===== src/verilog/sobel_pkg.sv =====
/*
 * shared definitions for the sobel edge filter
 * image geometry, pixel and gradient widths, counter widths
 * pipeline depth and window size, pixel type
 */

package sobel_pkg;

    // active image geometry
    localparam int IMG_COLS = 16;
    localparam int IMG_ROWS = 10;

    // data widths
    localparam int PIX_W  = 8;
    // signed gradient sum, covers +-1020
    localparam int GRAD_W = 11;
    localparam int PIX_MAX = (1 << PIX_W) - 1;

    // counter widths, one extra value for the terminal count
    localparam int COL_W = $clog2(IMG_COLS + 1);
    localparam int ROW_W = $clog2(IMG_ROWS + 1);

    // clocks from pixel in to result out
    localparam int PIPE_CLKS = 2;
    // window height, also its width
    localparam int WIN_ROWS  = 3;

    typedef logic [PIX_W-1:0] pixel_t;

endpackage

===== src/verilog/sobel_top.sv =====
/*
 * sobel edge filter top level
 * line buffer, kernel and sync delayer on the video stream
 */

`timescale 1ns/1ps

module sobel_top import sobel_pkg::*; (
    input  logic   clk,
    input  logic   rst,
    input  logic   fsync_in,
    input  logic   rsync_in,
    input  pixel_t pixel_in,
    output logic   fsync_out,
    output logic   rsync_out,
    output pixel_t pixel_out
);

    // one column of the 3x3 window
    pixel_t tap_top;
    pixel_t tap_mid;
    pixel_t tap_bot;

    // input side, row history
    line_buffer u_line_buffer (
        .clk      (clk),
        .rst      (rst),
        .pixel_in (pixel_in),
        .rsync_in (rsync_in),
        .tap_top  (tap_top),
        .tap_mid  (tap_mid),
        .tap_bot  (tap_bot)
    );

    // two-clock gradient pipeline
    sobel_kernel u_sobel_kernel (
        .clk       (clk),
        .rst       (rst),
        .tap_top   (tap_top),
        .tap_mid   (tap_mid),
        .tap_bot   (tap_bot),
        .rsync_in  (rsync_in),
        .pixel_out (pixel_out)
    );

    // output side, sync aligned to pixel_out
    sync_delayer u_sync_delayer (
        .clk       (clk),
        .rst       (rst),
        .fsync_in  (fsync_in),
        .rsync_in  (rsync_in),
        .fsync_out (fsync_out),
        .rsync_out (rsync_out)
    );

endmodule


===== src/verilog/sync_delayer.sv =====
/*
 * rsync delay matching the kernel pipeline
 * delayed row counter and regenerated fsync
 * covering only rows with a full window
 */

`timescale 1ns/1ps

module sync_delayer import sobel_pkg::*; (
    input  logic clk,
    input  logic rst,
    input  logic fsync_in,
    input  logic rsync_in,
    output logic fsync_out,
    output logic rsync_out
);

    // rsync delay line plus one history stage for edge detection
    logic [PIPE_CLKS:0] rsync_pipe;

    // delayed rows started so far in this frame
    logic [ROW_W-1:0] row_cnt;

    logic rise_next;
    logic fall_now;

    always_ff @(posedge clk) begin
        if (rst) begin
            rsync_pipe <= '0;
        end else begin
            rsync_pipe <= {rsync_pipe[PIPE_CLKS-1:0], rsync_in};
        end
    end

    assign rsync_out = rsync_pipe[PIPE_CLKS-1];

    // delayed rsync goes high on the next clock
    assign rise_next = rsync_pipe[PIPE_CLKS-2] && !rsync_pipe[PIPE_CLKS-1];
    // delayed rsync has just gone low
    assign fall_now  = rsync_pipe[PIPE_CLKS] && !rsync_pipe[PIPE_CLKS-1];

    // row counter, held at zero between frames
    always_ff @(posedge clk) begin
        if (rst || !fsync_in) begin
            row_cnt <= '0;
        end else if (rise_next && row_cnt != ROW_W'(IMG_ROWS)) begin
            row_cnt <= row_cnt + 1'b1;
        end
    end

    // fsync rises together with delayed row WIN_ROWS-1
    // and drops one clock after delayed row IMG_ROWS-1 ends
    always_ff @(posedge clk) begin
        if (rst) begin
            fsync_out <= 1'b0;
        end else if (fsync_in && rise_next && row_cnt == ROW_W'(WIN_ROWS - 1)) begin
            fsync_out <= 1'b1;
        end else if (fall_now && row_cnt == ROW_W'(IMG_ROWS)) begin
            fsync_out <= 1'b0;
        end
    end

endmodule


===== src/verilog/sobel_kernel.sv =====
/*
 * 3x3 window registers and column counter
 * sobel gradient sums, saturated |gx|+|gy| magnitude
 * border columns and blanking forced to zero
 */

`timescale 1ns/1ps

module sobel_kernel import sobel_pkg::*; (
    input  logic   clk,
    input  logic   rst,
    input  pixel_t tap_top,
    input  pixel_t tap_mid,
    input  pixel_t tap_bot,
    input  logic   rsync_in,
    output pixel_t pixel_out
);

    // window, index [row][col], row 0 on top, col 2 newest
    pixel_t win [WIN_ROWS][WIN_ROWS];

    // column of the incoming tap within its row
    logic [COL_W-1:0] col_cnt;

    // stage 1 flags that travel with the window
    logic win_valid;
    logic win_border;

    // stage 2 combinational terms
    logic signed [GRAD_W-1:0] gx;
    logic signed [GRAD_W-1:0] gy;
    logic        [GRAD_W-1:0] gx_abs;
    logic        [GRAD_W-1:0] gy_abs;
    logic        [GRAD_W:0]   mag_sum;
    pixel_t                   mag_sat;

    // zero-extend a pixel into the signed gradient width
    function automatic logic signed [GRAD_W-1:0] ext(input pixel_t p);
        ext = $signed({{(GRAD_W-PIX_W){1'b0}}, p});
    endfunction

    // column counter clears during row blanking
    always_ff @(posedge clk) begin
        if (rst) begin
            col_cnt <= '0;
        end else if (rsync_in) begin
            col_cnt <= col_cnt + 1'b1;
        end else begin
            col_cnt <= '0;
        end
    end

    // stage 1, shift a new tap column into the window
    always_ff @(posedge clk) begin
        if (rsync_in) begin
            for (int r = 0; r < WIN_ROWS; r++) begin
                for (int c = 0; c < WIN_ROWS - 1; c++) begin
                    win[r][c] <= win[r][c+1];
                end
            end
            win[0][WIN_ROWS-1] <= tap_top;
            win[1][WIN_ROWS-1] <= tap_mid;
            win[2][WIN_ROWS-1] <= tap_bot;
        end
    end

    // stage 1 control, valid bit and border flag
    always_ff @(posedge clk) begin
        if (rst) begin
            win_valid  <= 1'b0;
            win_border <= 1'b0;
        end else begin
            win_valid  <= rsync_in;
            // right column 0 or 1 means the window wraps into the previous row
            win_border <= (col_cnt < COL_W'(WIN_ROWS - 1));
        end
    end

    // standard sobel weights
    // gx = right column minus left column, middle row doubled
    // gy = bottom row minus top row, middle column doubled
    always_comb begin
        gx = ext(win[0][2]) + (ext(win[1][2]) <<< 1) + ext(win[2][2])
           - ext(win[0][0]) - (ext(win[1][0]) <<< 1) - ext(win[2][0]);
        gy = ext(win[2][0]) + (ext(win[2][1]) <<< 1) + ext(win[2][2])
           - ext(win[0][0]) - (ext(win[0][1]) <<< 1) - ext(win[0][2]);

        gx_abs = gx[GRAD_W-1] ? GRAD_W'(-gx) : GRAD_W'(gx);
        gy_abs = gy[GRAD_W-1] ? GRAD_W'(-gy) : GRAD_W'(gy);

        // one extra bit, worst case is 2040
        mag_sum = {1'b0, gx_abs} + {1'b0, gy_abs};

        // clamp to the pixel range
        if (mag_sum > (GRAD_W+1)'(PIX_MAX)) begin
            mag_sat = pixel_t'(PIX_MAX);
        end else begin
            mag_sat = mag_sum[PIX_W-1:0];
        end
    end

    // stage 2, magnitude register
    always_ff @(posedge clk) begin
        if (rst) begin
            pixel_out <= '0;
        end else if (win_valid && !win_border) begin
            pixel_out <= mag_sat;
        end else begin
            // blanking and border columns read as black
            pixel_out <= '0;
        end
    end

endmodule


===== src/verilog/line_buffer.sv =====
/*
 * two cascaded row-length shift registers
 * gives three vertically aligned taps per valid pixel
 */

`timescale 1ns/1ps

module line_buffer import sobel_pkg::*; (
    input  logic   clk,
    input  logic   rst,
    input  pixel_t pixel_in,
    input  logic   rsync_in,
    output pixel_t tap_top,
    output pixel_t tap_mid,
    output pixel_t tap_bot
);

    // row_mid holds the last IMG_COLS valid pixels
    // its oldest entry is the same column one row up
    pixel_t row_mid [IMG_COLS];
    // row_top is fed from row_mid, so two rows up
    pixel_t row_top [IMG_COLS];

    always_ff @(posedge clk) begin
        if (rst) begin
            // stream start sees black rows above the first one
            for (int i = 0; i < IMG_COLS; i++) begin
                row_mid[i] <= '0;
                row_top[i] <= '0;
            end
        end else if (rsync_in) begin
            // advance only on valid pixels, blanking leaves rows intact
            row_mid[0] <= pixel_in;
            row_top[0] <= row_mid[IMG_COLS-1];
            for (int i = 1; i < IMG_COLS; i++) begin
                row_mid[i] <= row_mid[i-1];
                row_top[i] <= row_top[i-1];
            end
        end
    end

    // taps are combinational, bottom is the live pixel
    assign tap_bot = pixel_in;
    assign tap_mid = row_mid[IMG_COLS-1];
    assign tap_top = row_top[IMG_COLS-1];

endmodule


===== config.mk =====
export PLATFORM = sky130hd
export DESIGN_NAME = sobel_top
export DESIGN_NICKNAME = d
export VERILOG_FILES = /design/src/verilog/sobel_pkg.sv /design/src/verilog/sobel_top.sv /design/src/verilog/sync_delayer.sv /design/src/verilog/sobel_kernel.sv /design/src/verilog/line_buffer.sv
export SDC_FILE = /design/constraint.sdc
export NUM_CORES = 1
export LEC_CHECK = 0
export BUFFER_PORTS_ARGS = -buffer_cell sky130_fd_sc_hd__buf_2
export CORE_UTILIZATION = 30
export CTS_BUF_LIST = sky130_fd_sc_hd__clkbuf_16
export DETAILED_ROUTE_END_ITERATION = 8
export SKIP_LAST_GASP = 1
export SYNTH_ARGS = -nofsm -noshare
export SYNTH_HDL_FRONTEND = slang
export SYNTH_SLANG_ARGS = --single-unit
export TNS_END_PERCENT = 20

===== constraint.sdc =====
create_clock -name clk -period 12.3 [get_ports clk]
set_input_delay 1.23 -clock clk [delete_from_list [all_inputs] [get_ports clk]]
set_output_delay 1.23 -clock clk [all_outputs]
set_load 0.02 [all_outputs]

==> flow_summary_export.csv <==
group,metric,value,unit
status,status,"completed",
synth,synth_fa_ha_area_frac,0.106,
worst_hold_path,hp-start,"u_sobel_kernel.win[0][39]",
drt,drt-total-wl,25.6,mm
placed_design,routabilityCongestion,0.843,
clock_network,postCtsSetupRepairBufs,0,
worst_setup_path,rr_startpoint,"u_sobel_kernel.win[0][1]",
worst_setup_path,endpoint_kind,"flop",
sta,slew_headroom,0.274,
die,die-area,54100,um2
die,start_util,0.304,
clock_network,cts.clk_slew.worst_paths,0.06,ns
drt,ant_nets,0,
global_route,gr-usage-all-layers,0.0982,
global_route,overflow,0,
worst_setup_path,crit_type,"reg2reg",
synth,synth_area_leaders,"edfxtp_1, and2_1, fa_1",
worst_setup_path,crit_arrival,7.74,ns
synth,yosys_register_bits,350,
worst_setup_path,path_max_fanout,11,
layout,fin_nets,1295,
placed_design,port_buffers,21,
sta,post-route-period-util,0.597,
sta,rsz0062_at_grt,"no",
layout,antenna_cells,0,
worst_setup_path,startpoint,"u_sobel_kernel.win[0][1]",
clock_network,cts_resized,0,
worst_setup_path,cp.required,12.69,ns
sta,slew_violations,0,
global_route,grt_max_degree,179,
synth,synth_top_area_frac,0.617,
drt,wl_per_cell,13.5,um
die,dieWidth,233,um
clock_network,h-tree-depth,2,
sta,setup_violations,0,
clock_network,cts_tree,"built",
global_route,antenna_found_initial,0,
synth,ys_seq_area_frac,0.645,
synth,ys_types,57,
global_route,first_global_vias,8178,
synth,yosys.area_share.simple,0.135,
synth,synthTopCellsByCount,"edfxtp_1, and2_1, inv_1, nor2b_1, ha_1",
layout,fillCellCount,5090,
synth,synth.most_common_cell,"edfxtp_1",
sta,tns,0,ns
synth,synth_edf_count,328,
synth,synth-compound-area-share,0.0520,
clock_network,cts_made_buffers,37,
die,core.rowCount,84,
sta,finalCriticalPeriod,7.34,ns
sta,fmax,136,MHz
drt,drcViolationCount,0,
sta,tightestPinTransition,1.09,ns
worst_hold_path,hold_class,"reg2reg",
synth,synth_area,16000,um2
synth,netlist_instances,1146,
die,io-pin-count,22,
clock_network,cts_hold_buf,0,
drt,via_per_inst,4.31,
placed_design,dp.final_hpwl,16.0,mm
clock_network,root_buffer,"clkbuf_16",
layout,drive_gt1_frac,0.0748,
synth,synth_mux_area_frac,0.00133,
sta,hold_violations,0,
worst_setup_path,startpoint_type,"flop",
synth,synthArstFlopShare,0,
synth,syn_avg_cell_area,13.9,um2
drt,route.vias.total,8162,
global_route,grt_pass1_wl,42.8,mm
die,die_h,233,um
clock_network,clk_latency,0.53,ns
clock_network,clock_path_buffers,3,
synth,synth-xor-area-share,0.0280,
run,max_cap_violations,0,
synth,synthFlopType,"edfxtp_1",
synth,synth_top_cell_by_area,"edfxtp_1",
die,coreArea,52600,um2
clock_network,cts_sinks,350,
drt,dr.pass1.iters,4,
layout,synthToLayoutAreaGrowth,13.0,%
sta,skew,0.0153,ns
synth,synth_top_family_by_area,"simple AND/OR/NAND/NOR gates",
synth,synth_nets,1265,
synth,ys_warn_count,0,
drt,drtIter0Drc,608,
==> flip-flops by register name, indices dropped and copies added (netlist names) <==
register	count
u_sobel_kernel.win	72
u_sync_delayer.rsync_pipe	3
u_sync_delayer.fsync_out	1
u_sobel_kernel.pixel_out	8
u_sobel_kernel.col_cnt	5
u_sobel_kernel.win_border	1
u_line_buffer.row_mid	128
u_sync_delayer.row_cnt	4
u_line_buffer.row_top	128
==> layout by cell type, fill, tap and decap left out, types with 3 or more instances in the layout <==
cell type and instances:
nand2b_1 6, and2_1 162, o31ai_1 3, a211o_1 3, a211oi_1 8, fa_1 47
inv_1 111, nor3_1 6, and3_1 3, dfxtp_1 22, nor2_1 43, o22ai_1 3
o21a_1 8, or3_1 4, buf_2 19, clkbuf_16 37, a31oi_1 3, clkinv_2 10
or2_2 3, ha_1 60, a21o_1 10, xnor2_1 30, nor2b_1 105, o21ai_0 28
a21oi_1 38, clkinv_1 9, buf_4 4, nand3_1 7, edfxtp_1 328, xor2_1 21
nand2_1 17, bufinv_16 3
==> metrics by stage <==
stage	worst slack [ns]	hold WS [ns]	util	instance area [um2]	cells
after floorplan	5.80	0.400	-	16000	1146
after global placement	5.07	0.402	0.321	16800	1825
after detailed placement	4.90	0.405	0.321	16800	1825
after CTS	4.90	0.418	0.343	18000	1892
after global routing	4.33	0.436	0.343	18000	1892
final	4.96	0.420	0.343	18000	1892
==> final cells by class <==
cell class	count	area, um2	area share
clock buffers	37	926	0.0513
clock inverters	30	270	0.0150
inverters	108	407	0.0225
multi-input cells	655	5140	0.285
flip-flops and latches	350	10300	0.570
well taps	688	861	0.0477
repair buffers	24	145	0.00805
==> worst max-delay path, cell delays in order, from the launching register on <==
cell      delay [ns]
edfxtp_1        0.39
ha_1            0.19
inv_1           0.05
fa_1            0.40
nor2b_1         0.13
o21ai_0         0.14
a21boi_0        0.26
o21ai_0         0.11
nand2b_1        0.11
xnor2_1         0.14
fa_1            0.46
fa_1            0.52
inv_1           0.04
ha_1            0.36
a21o_1          0.19
a21o_1          0.18
a21oi_1         0.12
o21ai_0         0.11
xnor2_1         0.66
o21ai_0         0.33
fa_1            0.52
a211oi_1        0.25
nor2_1          0.11
o31ai_1         0.31
mux2i_1         0.12
or4_1           0.55
nor2_1          0.32
a21oi_1         0.13
==> metal layers <==
layer,wire length (um),GRT usage
met5,0,0
met4,654,0.0333
met3,762,0.0189
met2,11400,0.149
met1,12800,0.140
==> cell families after synthesis <==
group	after synthesis
compound gates	127
buf+inv	141
flops	350
fa+ha+maj	107
xor+xnor	51
mux	2
simple gates	368
==> worst paths after layout <==
check	end	slack, ns	cells past startpoint
worst max-delay path	u_sobel_kernel.pixel_out[5]	4.96	27
worst min-delay path	u_sobel_kernel.win[0][47]	0.42	0
worst max register to register	u_sobel_kernel.pixel_out[5]	4.96	27
worst min register to register	u_sobel_kernel.win[0][47]	0.42	0
Power is not shown: default switching activity piles up to over one toggle a cycle in this logic, so the estimate is an artifact.
